## config.mk

```make
export PLATFORM = sky130hd
export DESIGN_NAME = riscv64
export DESIGN_NICKNAME = d
export VERILOG_FILES = /design/src/rtl/riscv_pkg.sv /design/src/rtl/riscv64.sv /design/src/rtl/rv_execute.sv /design/src/rtl/rv_csr.sv /design/src/rtl/rv_regfile.sv /design/src/rtl/rv_fetch.sv
export VERILOG_INCLUDE_DIRS = /design/src /design/src/rtl
export SDC_FILE = /design/constraint.sdc
export NUM_CORES = 1
export LEC_CHECK = 0
export ABC_AREA = 1
export CORE_UTILIZATION = 35
export DETAILED_ROUTE_END_ITERATION = 10
export DONT_BUFFER_PORTS = 1
export HOLD_SLACK_MARGIN = 0.1
export PLACE_DENSITY = 0.46
export RECOVER_POWER = 50
export SLEW_MARGIN = 20
export SYNTH_ARGS = -nofsm -noshare
export SYNTH_HDL_FRONTEND = slang
export SYNTH_SLANG_ARGS = --single-unit
```

## constraint.sdc

```tcl
create_clock -name clk -period 2.05 [get_ports clk]
set_input_delay 0.5125 -clock clk [delete_from_list [all_inputs] [get_ports clk]]
set_output_delay 0.5125 -clock clk [all_outputs]
set_load 0.03 [all_outputs]
```

## src/rtl/riscv_config.svh

```systemverilog
`ifndef RISCV_CONFIG_SVH
`define RISCV_CONFIG_SVH

// address map
`define RAM_BASE  64'h0000_0000_8000_0000  // reset pc, idle bus address
`define KEY_BASE  64'h0000_0000_1000_0000  // key device, load source
`define ART_BASE  64'h0000_0000_1000_1000  // display device, store target

// fixed mtvec, no csr writes in this core
`define TRAP_BASE 64'h0000_0000_8000_0100

// custom encodings
`define OP_LOAD   32'hffff_ffff  // all ones
`define OP_STORE  32'hffff_ff7f  // all ones, bit 7 clear
`define OP_MRET   32'h0000_0000  // all zeros

// standard major opcode
`define OPC_LUI   7'b011_0111

`endif
```

## src/rtl/riscv_pkg.sv

```systemverilog
package riscv_pkg;

    // widths with a meaning
    typedef logic [63:0] xlen_t;     // register / data word
    typedef logic [63:0] addr_t;     // pc or bus address
    typedef logic [31:0] inst_t;     // instruction word
    typedef logic [4:0]  reg_idx_t;  // register index

    // execute stage control
    typedef enum logic [1:0] {
        run,        // normal decode
        flush,      // drop ir after a redirect
        load_wait   // refetch of the load, read in flight
    } exec_state_t;

    // one bus request, registered at the core boundary
    typedef struct packed {
        addr_t addr;
        xlen_t wdata;
        logic  we;   // one cycle write strobe
        logic  re;   // one cycle read strobe
    } bus_req_t;

    // register file write port
    typedef struct packed {
        logic     en;
        reg_idx_t idx;
        xlen_t    data;
    } rf_write_t;

    // execute -> csr unit
    typedef struct packed {
        logic  take_irq;  // trap entry, single cycle
        logic  do_mret;   // trap return
        addr_t pc;        // pc to save on entry
    } trap_cmd_t;

endpackage

```

## src/rtl/riscv64.sv

```systemverilog
`timescale 1ns/1ps

module riscv64 (
    input  logic                  clk,
    input  logic                  reset,             // active low
    input  riscv_pkg::inst_t      instruction,       // from rom model
    input  logic [3:0]            interrupt_vector,  // level from outside
    input  riscv_pkg::xlen_t      bus_read_data,
    output riscv_pkg::addr_t      pc,
    output riscv_pkg::inst_t      ir,
    output logic                  heartbeat,
    output logic                  interrupt_ack,     // one cycle pulse
    output riscv_pkg::bus_req_t   bus
);

    riscv_pkg::rf_write_t rf_wr;
    riscv_pkg::reg_idx_t  rf_rd_idx;
    riscv_pkg::xlen_t     rf_rd_data;
    riscv_pkg::trap_cmd_t trap;
    riscv_pkg::addr_t     mepc;
    logic                 irq_enabled;

    // instruction register
    rv_fetch i_fetch (
        .clk         (clk),
        .reset       (reset),
        .instruction (instruction),
        .ir          (ir),
        .heartbeat   (heartbeat)
    );

    // pc, decode, bus
    rv_execute i_execute (
        .clk              (clk),
        .reset            (reset),
        .ir               (ir),
        .interrupt_vector (interrupt_vector),
        .irq_enabled      (irq_enabled),
        .mepc             (mepc),
        .rf_rd_data       (rf_rd_data),
        .bus_read_data    (bus_read_data),
        .pc               (pc),
        .bus              (bus),
        .interrupt_ack    (interrupt_ack),
        .rf_wr            (rf_wr),
        .rf_rd_idx        (rf_rd_idx),
        .trap             (trap)
    );

    // trap state
    rv_csr i_csr (
        .clk         (clk),
        .reset       (reset),
        .cmd         (trap),
        .irq_enabled (irq_enabled),
        .mepc        (mepc)
    );

    // x0..x31
    rv_regfile i_regfile (
        .clk     (clk),
        .reset   (reset),
        .wr      (rf_wr),
        .rd_idx  (rf_rd_idx),
        .rd_data (rf_rd_data)
    );

endmodule

```

## src/rtl/rv_execute.sv

```systemverilog
`timescale 1ns/1ps
`include "riscv_config.svh"

module rv_execute (
    input  logic                   clk,
    input  logic                   reset,
    input  riscv_pkg::inst_t       ir,
    input  logic [3:0]             interrupt_vector,
    input  logic                   irq_enabled,    // mstatus.MIE
    input  riscv_pkg::addr_t       mepc,
    input  riscv_pkg::xlen_t       rf_rd_data,     // x5 value
    input  riscv_pkg::xlen_t       bus_read_data,
    output riscv_pkg::addr_t       pc,
    output riscv_pkg::bus_req_t    bus,
    output logic                   interrupt_ack,
    output riscv_pkg::rf_write_t   rf_wr,
    output riscv_pkg::reg_idx_t    rf_rd_idx,
    output riscv_pkg::trap_cmd_t   trap
);

    // load target and store source
    localparam riscv_pkg::reg_idx_t io_reg = 5'd5;

    riscv_pkg::exec_state_t state;
    logic                   load_sent;  // second visit of the load in load_wait

    logic             irq_fire;
    logic             exec_run;   // ir is live and decoded this cycle
    logic             load_done;  // refetched load reaches ir
    logic             is_lui;
    logic             is_load;
    logic             is_store;
    logic             is_mret;
    riscv_pkg::xlen_t imm_u;

    // idle bus: ram base, no strobes
    localparam riscv_pkg::bus_req_t bus_idle = '{
        addr:  `RAM_BASE,
        wdata: '0,
        we:    1'b0,
        re:    1'b0
    };

    // interrupt beats everything, including flush cycles
    assign irq_fire = (interrupt_vector == 4'd1) && irq_enabled;

    assign exec_run  = !irq_fire && (state == riscv_pkg::run);
    assign load_done = !irq_fire && (state == riscv_pkg::load_wait) && load_sent;

    // decode
    assign is_lui   = (ir[6:0] == `OPC_LUI);
    assign is_load  = (ir == `OP_LOAD);
    assign is_store = (ir == `OP_STORE);
    assign is_mret  = (ir == `OP_MRET);
    assign imm_u    = {{32{ir[31]}}, ir[31:12], 12'b0};  // sign-extended upper imm

    assign rf_rd_idx = io_reg;  // store only ever reads x5

    // trap commands, applied by the csr unit on this edge
    // take_irq drops by itself since MIE clears on entry
    always_comb begin
        trap.take_irq = irq_fire;
        trap.do_mret  = exec_run && is_mret;
        trap.pc       = pc;  // saved as mepc
    end

    // register writes: lui or load completion
    always_comb begin
        rf_wr = '0;
        if (exec_run && is_lui) begin
            rf_wr.en   = 1'b1;
            rf_wr.idx  = ir[11:7];
            rf_wr.data = imm_u;
        end else if (load_done) begin
            rf_wr.en   = 1'b1;
            rf_wr.idx  = io_reg;
            rf_wr.data = bus_read_data;  // key word, two cycles after re
        end
    end

    // pc, state, bus strobes, ack
    always_ff @(posedge clk or negedge reset) begin
        if (!reset) begin
            state         <= riscv_pkg::run;
            load_sent     <= 1'b0;
            pc            <= `RAM_BASE;
            bus           <= bus_idle;
            interrupt_ack <= 1'b0;
        end else begin
            pc            <= pc + 64'd4;  // default advance
            bus           <= bus_idle;    // strobes last one cycle
            interrupt_ack <= irq_fire;
            if (irq_fire) begin
                pc        <= `TRAP_BASE;
                state     <= riscv_pkg::flush;  // ir after this is stale
                load_sent <= 1'b0;              // pending load abandoned
            end else begin
                case (state)
                    riscv_pkg::flush: begin
                        state <= riscv_pkg::run;  // ir ignored
                    end
                    riscv_pkg::load_wait: begin
                        if (!load_sent) begin
                            load_sent <= 1'b1;  // bubble, read in flight
                        end else begin
                            load_sent <= 1'b0;  // x5 written this edge
                            state     <= riscv_pkg::run;
                        end
                    end
                    default: begin
                        if (is_mret) begin
                            pc    <= mepc;
                            state <= riscv_pkg::flush;
                        end else if (is_load) begin
                            bus.addr <= `KEY_BASE;
                            bus.re   <= 1'b1;
                            pc       <= pc - 64'd4;  // step back, refetch the load
                            state    <= riscv_pkg::load_wait;
                        end else if (is_store) begin
                            bus.addr  <= `ART_BASE;
                            bus.wdata <= rf_rd_data;
                            bus.we    <= 1'b1;
                        end
                        // lui goes through rf_wr, rest are no-ops
                    end
                endcase
            end
        end
    end

endmodule

```

## src/rtl/rv_csr.sv

```systemverilog
`timescale 1ns/1ps

module rv_csr (
    input  logic                 clk,
    input  logic                 reset,
    input  riscv_pkg::trap_cmd_t cmd,          // from execute
    output logic                 irq_enabled,  // mstatus.MIE
    output riscv_pkg::addr_t     mepc
);

    // interrupt bit set, cause 11 = machine external interrupt
    localparam riscv_pkg::xlen_t irq_cause = 64'h8000_0000_0000_000b;

    logic             mstatus_mie;
    logic             mstatus_mpie;
    riscv_pkg::xlen_t mcause;  // kept for a later csr read path

    assign irq_enabled = mstatus_mie;

    // mstatus bits
    // the interrupt condition is decided in execute; here only the
    // commands are applied
    always_ff @(posedge clk or negedge reset) begin
        if (!reset) begin
            mstatus_mie  <= 1'b1;  // interrupts on out of reset
            mstatus_mpie <= 1'b0;
        end else if (cmd.take_irq) begin
            mstatus_mpie <= mstatus_mie;  // stack the enable
            mstatus_mie  <= 1'b0;         // no nesting
        end else if (cmd.do_mret) begin
            mstatus_mie  <= mstatus_mpie; // pop
            mstatus_mpie <= 1'b1;
        end
    end

    // mepc, return point of the handler
    always_ff @(posedge clk or negedge reset) begin
        if (!reset) begin
            mepc <= '0;
        end else if (cmd.take_irq) begin
            mepc <= cmd.pc;  // pc of the instruction not yet run
        end
    end

    // mcause, only external irq can be recorded
    always_ff @(posedge clk or negedge reset) begin
        if (!reset) begin
            mcause <= '0;
        end else if (cmd.take_irq) begin
            mcause <= irq_cause;
        end
    end

endmodule

```

## src/rtl/rv_regfile.sv

```systemverilog
`timescale 1ns/1ps

module rv_regfile (
    input  logic                 clk,
    input  logic                 reset,
    input  riscv_pkg::rf_write_t wr,       // single write port
    input  riscv_pkg::reg_idx_t  rd_idx,   // single read port
    output riscv_pkg::xlen_t     rd_data
);

    riscv_pkg::xlen_t regs [32];

    // write on the edge that ends the cycle
    always_ff @(posedge clk or negedge reset) begin
        if (!reset) begin
            for (int i = 0; i < 32; i++) begin
                regs[i] <= '0;
            end
        end else if (wr.en && wr.idx != '0) begin  // x0 stays zero
            regs[wr.idx] <= wr.data;
        end
    end

    // async read, so a write is seen the very next cycle
    always_comb begin
        if (rd_idx == '0) begin
            rd_data = '0;  // x0 hardwired
        end else begin
            rd_data = regs[rd_idx];
        end
    end

endmodule

```

## src/rtl/rv_fetch.sv

```systemverilog
`timescale 1ns/1ps

module rv_fetch (
    input  logic             clk,
    input  logic             reset,
    input  riscv_pkg::inst_t instruction,  // word from the rom side
    output riscv_pkg::inst_t ir,
    output logic             heartbeat
);

    // word 1 has no matching encoding, so it behaves as a no-op
    localparam riscv_pkg::inst_t nop_word = 32'h0000_0001;

    // instruction register
    always_ff @(posedge clk or negedge reset) begin
        if (!reset) begin
            ir <= nop_word;
        end else begin
            ir <= instruction;  // one cycle behind the fetch
        end
    end

    // liveness, flips every clock
    always_ff @(posedge clk or negedge reset) begin
        if (!reset) begin
            heartbeat <= 1'b0;
        end else begin
            heartbeat <= ~heartbeat;
        end
    end

endmodule

```

==> impl_metrics.toml, run 1 <==
[outcome]
status = "finished with violations"
violations = "hold timing, setup timing"

[layout]
most-common-layout-cells = "nand2_1, buf_4, nor2_1"
final_util_pct = 49.7
nets = 2980
layout_commonest_cell = "nand2_1"
area_growth_pct = 40.0
num_antenna_cells = 0
drive_gt1_share_pct = 27.4
final_cells = 3518

[synthesis]
yosys.area_share.xor_xnor_pct = 2.99
synth-edff-count = 0
ys_seq_area_share_pct = 44.1
ys_seq_elements = 299
ys_types = 36
synth-main-ff-cell = "dfrtp_1"
synth_top_area_share_pct = 43.5
netlist_area_um2 = 17000
yosysWarnings = 0
synth_top_area_cell = "dfrtp_1"
syn_avg_cell_area_um2 = 6.90
async_reset_ff_share_pct = 100
synthAdderAreaFrac_pct = 0.295
synth_top_family_by_area = "simple AND/OR/NAND/NOR gates"
netlist_instances = 2460
synth.area.top_cells = "dfrtp_1, nand2_1, nor2_1"
muxShareOfSynthArea_pct = 0
synth_compound_area_share_pct = 5.32
synth-simple-area-share_pct = 37.2

[power_and_ir_drop]
combPwrFrac_pct = 4.8
cellPowerDensity_nw_per_um2 = 580
switching_power_uw = 3330
intPower_uw = 10400
p_total_uw = 13800
seq_power_share_pct = 44.2
p_sw_share_pct = 24.2
p_leak_uw = 0.0123
irDropWorstVdd_v = 0.000471
p_clk_share_pct = 51.0

[global_route]
antenna_found_initial = 0
overflow = 0
grt_pass1_wl_um = 101000
grt_pass1_vias = 16500
grt_max_degree = 300
grt_usage_pct = 27.1

[cts]
cts-buffers-inserted = 39
clock-sinks = 299
clk_path_buf_depth = 3
path_clk_slew_ns = 0.06
cts_hold_buf = 44
cts_root_buf = "clkbuf_16"
htree_levels = 2
worstSkewPairLatency_ns = 0.58
cts_tree = "built"

[route]
wl_per_cell_um = 20.1
dr.pass1.iters = 5
first_iter_violations = 1305
via_count = 17200
viasPerCell = 4.88
route.detailed.drc = 0
routed_wirelength_um = 70700
postRouteAntennaNets = 0

[timing]
relSlewSlack_pct = 61.5
fin_ws_ns = -0.00960
finalMaxSlewViolations = 0
rsz0062_at_grt = "yes"
fmax_mhz = 486
period_share_pct = 100
worstMarginPinSlew_ns = 0.578
final_hold_viol_count = 299
finalClockSkew_ns = 0.0332
whs_ns = -0.367
min_period_ns = 2.06
setup_viol = 2

[placed_design]
numPortBuffers = 0
dp.cells = 3352
pre_cts_slack_ns = -0.289
globalplace.congestion = 0.975
hpwl_um = 51000

[setup_path]
crit_buf_inv = 4
rrSetupSlack_ns = -0.01
worst_setup_path_start_kind = "flip-flop"
regToRegStartpoint = "i_fetch.ir[0]$_DFF_PN1_"
crit_start = "i_fetch.ir[0]$_DFF_PN1_"
critPathTopFamily = "simple AND/OR/NAND/NOR gates"
crit_top_cell = "nand3_4"
crit_path_end_kind = "flip-flop"
cp_slowest_stage_delay_ns = 0.55
criticalPathCategory = "flip-flop to flip-flop"
crit_fanout = 5
critical_path_arrival_ns = 2.51
worstPathCellList = "nand2_2 > inv_2 > nand3_2 > nor3_4 > nand3_4 > inv_6 > nand3_4 > buf_12 > nand2_4 > buf_6 > o21ai_1"
slowest_stage = "dfstp_2"
critPathRequiredTime_ns = 2.50

[die]
rows = 80
core_area_um2 = 47700
dieWidth_um = 222
die_y_um = 222
dieArea_um2 = 49400
ioPinCount = 330
start_util_pct = 35.5

[min_path]
holdCritPathClass = "input pin to asynchronous set/reset pin"

[run]
cap_violations = 0
## power by group through the flow
stage	logic [µW]	registers, µW	clock network, µW
after floorplan	409	6260	0
after global placement	547	6190	0
after detailed placement	548	6190	0
after CTS	626	6090	7180
after global routing	715	6100	7360
final	666	6090	7020
## cell families after synthesis
group	after synthesis
compound gates	177
xor+xnor	58
fa+ha+maj	4
buf+inv	369
flops	299
other cells	1
simple gates	1552
## synth_stat cells (5+ instances only)
master / instances
nand2_1: 878
nor2_1: 426
dfrtp_1: 295
inv_1: 216
nand3_1: 177
o21ai_0: 126
buf_4: 70
xor2_1: 57
buf_2: 41
clkbuf_1: 29
a21oi_1: 26
nand4_1: 22
o21ai_1: 17
nor2_2: 12
nand2_2: 8
nor3_1: 8
nor2_4: 7
inv_2: 6
buf_1: 5
## what timing repair did
item	4_1_cts	5_1_grt
pin swaps	6	63
gates cloned	0	22
endpoints found under the hold margin	343	299
endpoints found under the setup margin	44	123
buffers inserted	6	25
resized for setup	64	343
## registers in the layout, indices dropped and copies added, names as in the netlist, 2 cells and up
signal           count
i_execute.bus       68
i_csr.mepc          64
i_execute.pc        64
i_regfile.regs      64
i_fetch.ir          32
i_execute.state      2
## worst paths after layout
check,end,cells after the start
setup / recovery,i_regfile.regs[1669]$_DFFE_PN0P_,11
hold / removal,i_execute.bus[18]$_DFF_PN0_,0
hold reg to reg,i_csr.mstatus_mpie$_DFFE_PN0P_,2
min in group clk,i_regfile.regs[1701]$_DFFE_PN0P_,4
max in group asynchronous,i_execute.pc[30]$_DFF_PN0_,0
setup reg to reg,i_regfile.regs[1669]$_DFFE_PN0P_,11
## metrics by stage
step	hold WS [ns]	instance area, µm²	setup TNS [ns]
2_1_floorplan	0.217	17200	0
3_3_place_gp	0.223	20100	-4.56
3_5_place_dp	0.223	20100	-3.97
4_1_cts	-0.393	22100	-0.00235
5_1_grt	-0.389	23800	-4.71
6_report	-0.367	23800	-0.0151
## area by class of cell
type | instances | area, µm²
Multi-Input combinational cell | 1854 | 9070
Inverter | 222 | 850
Timing Repair Buffer | 458 | 4220
Tap cell | 615 | 769
Clock inverter | 11 | 176
Sequential cell | 299 | 7530
Fill cell | 4789 | 24000
Clock buffer | 59 | 1130
## metal layers
metal  global-route usage, %  up-vias  routed length, µm
met5                       0        -                  0
met3                    4.02      113               3840
met1                    36.4     8247              30900
li1                        -     8304                  -
met2                    44.3      504              33600
met4                    9.09        0               2440
(Power assumes the default switching activity.)
==> run 2, diff against run 1 <==
ABC_AREA = unset   (was 1)
SKIP_CTS_REPAIR_TIMING = 1   (was unset)
SLEW_MARGIN = unset   (was 20)
==> run 2 against run 1 <==
The flow still finishes with violations (hold timing, setup timing). Power grew 37%. Clock-buffer cell count decreased by 9. Sequential share of layout area increased by 4.9 points. Final area down 13%. Clock power fell by 6.1%. Critical endpoint is now i_execute.pc[39]$_DFF_PN0_. Worst hold slack improved by 0.033 ns. Die area down 17%. Synthesized cell count is 42% lower.
==> impl_metrics.toml, run 2 <==
[outcome]
status = "finished with violations"
violations = "hold timing, setup timing"

[route]
via_count = 12100
routed_wirelength_um = 49700
first_iter_violations = 849
wl_met1_um = 20800
postRouteAntennaNets = 0
wl_met3_um = 3330
wl_met2_um = 24300
dr.pass1.iters = 7
viasPerCell = 5.21
top_layer = "met4"
wl_per_cell_um = 21.3
route.detailed.drc = 0

[global_route]
grt_max_degree = 300
overflow = 0
grt_pass1_vias = 11600
antenna_found_initial = 0
grt_usage_pct = 22.3
grt_pass1_wl_um = 70900

[timing]
relSlewSlack_pct = 55.7
worstMarginPinSlew_ns = 0.664
setup_viol = 173
finalMaxSlewViolations = 0
final_hold_viol_count = 297
fin_ws_ns = -0.490
min_period_ns = 2.54
fmax_mhz = 394
rsz0062_at_grt = "yes"
finalClockSkew_ns = 0.0211
period_share_pct = 124
whs_ns = -0.334

[layout]
area_growth_pct = 45.6
layout_commonest_cell = "buf_4"
most-common-layout-cells = "buf_4, dfrtp_1, nand2_1"
final_cells = 2327
top_register = "i_execute.bus"
largest_reg_flops = 68
drive_gt1_share_pct = 39.0
nets = 1883
num_antenna_cells = 0
final_util_pct = 51.7
fillers = 3635

[placed_design]
pre_cts_slack_ns = -0.595
globalplace.congestion = 0.842
numPortBuffers = 0
hpwl_um = 32300
dp.cells = 2167

[synthesis]
yosysWarnings = 0
synth_commonest_cells = "dfrtp_1, nand2_1, clkbuf_1"
synth_most_common_cell = "dfrtp_1"
netlist_area_um2 = 14100
synth-main-ff-cell = "dfrtp_1"
synth.area.top_cells = "dfrtp_1, nand2_1, buf_4"
ys_seq_area_share_pct = 53.0
synth_top_area_share_pct = 52.2
ys_seq_elements = 299
async_reset_ff_share_pct = 100
netlist_instances = 1438
synth_top_area_cell = "dfrtp_1"
ys_types = 65
synth-edff-count = 0
syn_avg_cell_area_um2 = 9.83

[setup_path]
worstPathCellList = "or4_4 > or2_4 > or3_4 > or3_4 > nor3_4 > xnor2_1 > a211oi_2"
worst_setup_path_start_kind = "flip-flop"
crit_fanout = 3
cp_slowest_stage_delay_ns = 0.54
slowest_stage = "or4_4"
criticalPathCategory = "flip-flop to flip-flop"
critPathRequiredTime_ns = 2.49
critical_path_arrival_ns = 2.98
crit_path_end_kind = "flip-flop"
crit_top_cell = "or3_4"

[power_and_ir_drop]
irDropWorstVdd_v = 0.000469
seq_power_share_pct = 40.1
p_leak_uw = 0.00967
p_clk_share_pct = 34.9
p_total_uw = 18900
intPower_uw = 13000
p_sw_share_pct = 31.1
combPwrFrac_pct = 25.0
switching_power_uw = 5870
cellPowerDensity_nw_per_um2 = 917

[cts]
htree_levels = 2
cts-buffers-inserted = 36
clk_path_buf_depth = 3
cts_root_buf = "clkbuf_16"
path_clk_slew_ns = 0.06
cts_tree = "built"
worstSkewPairLatency_ns = 0.54
clock-sinks = 299

[die]
dieArea_um2 = 41200
ioPinCount = 330
die_y_um = 203
dieWidth_um = 203
rows = 73
start_util_pct = 35.5
core_area_um2 = 39800

[run]
cap_violations = 0

[min_path]
holdCritPathClass = "input pin to asynchronous set/reset pin"
## run 2: cell count changes after synthesis, sizes merged, moves of 32 or more
cell and change:
nand2 -646, nor2 -373, inv -187, nand3 -153
o21ai -100, clkbuf +66, and2 +63, xnor2 +50
buf -37, a221o +35, nor3 +33, nor4 +33
o221ai +32
## run 2: path summary, 6_finish.rpt
check | startpoint | to | slack (ns) | cells past startpoint
worst max-delay path | i_execute.pc[19]$_DFF_PN0_ | i_execute.pc[39]$_DFF_PN0_ | -0.49 | 7
worst min-delay path | reset | i_execute.bus[78]$_DFF_PN0_ | -0.33 | 0
worst max register to register | i_execute.pc[19]$_DFF_PN0_ | i_execute.pc[39]$_DFF_PN0_ | -0.49 | 7
worst min register to register | i_csr.mepc[12]$_DFFE_PN0P_ | i_csr.mepc[12]$_DFFE_PN0P_ | 0.47 | 2
max in group asynchronous | reset | i_execute.bus[97]$_DFF_PN1_ | 1.98 | 0
min in group clk | bus_read_data[5] | i_regfile.regs[1669]$_DFFE_PN0P_ | 0.12 | 1
## run 2: kinds of logic after synthesis
| logic type | after synthesis | share of synthesized area, % |
|---|---|---|
| flip-flops | 299 | 53.0 |
| multiplexers | 6 | 0.425 |
| other | 1 | 0.0265 |
| AO/OA/AOI/OAI | 239 | 12.5 |
| buffers and inverters | 213 | 7.61 |
| AND/OR/NAND/NOR | 573 | 19.8 |
| adder cells (fa/ha/maj) | 4 | 0.354 |
| XOR/XNOR | 103 | 6.38 |
## run 2: cell type report
| class | count | area [µm²] | area share (%) |
|---|---|---|---|
| multi-input cells | 988 | 7050 | 34.3 |
| clock inverters | 13 | 208 | 1.01 |
| repair buffers | 415 | 3990 | 19.4 |
| flip-flops and latches | 299 | 7540 | 36.6 |
| well taps | 525 | 657 | 3.19 |
| clock buffers | 50 | 993 | 4.83 |
| inverters | 37 | 143 | 0.693 |
## run 2: worst max-delay path: cells and delay by family, from the launching register on
family,cells,cell delay (ns)
AND/OR/NAND/NOR,5,1.75
flip-flops,1,0.41
AO/OA/AOI/OAI,1,0.20
XOR/XNOR,1,0.09
## run 2: power groups by stage
stage | registers [µW] | clock network (µW) | logic [µW]
2_1_floorplan | 7860 | 0 | 2340
3_3_place_gp | 7520 | 0 | 4090
3_5_place_dp | 7540 | 0 | 4130
4_1_cts | 7440 | 6770 | 4150
5_1_grt | 7670 | 7000 | 5100
6_report | 7570 | 6590 | 4720
## run 2: layer usage
metal | up-vias | GRT usage (%)
met4 | 0 | 5.93
met3 | 75 | 5.47
li1 | 5602 | -
met1 | 6067 | 29.2
met2 | 371 | 36.5
met5 | - | 0
## run 2: stage by stage
step	instance area, µm²	setup TNS, ns	hold WS (ns)
finish	20600	-28.49	-0.334
global route	20600	-47.78	-0.362
CTS	18200	-53.11	-0.361
detailed placement	17000	-54.83	0.223
global placement	17000	-60.29	0.222
floorplan	14800	-18.69	0.217
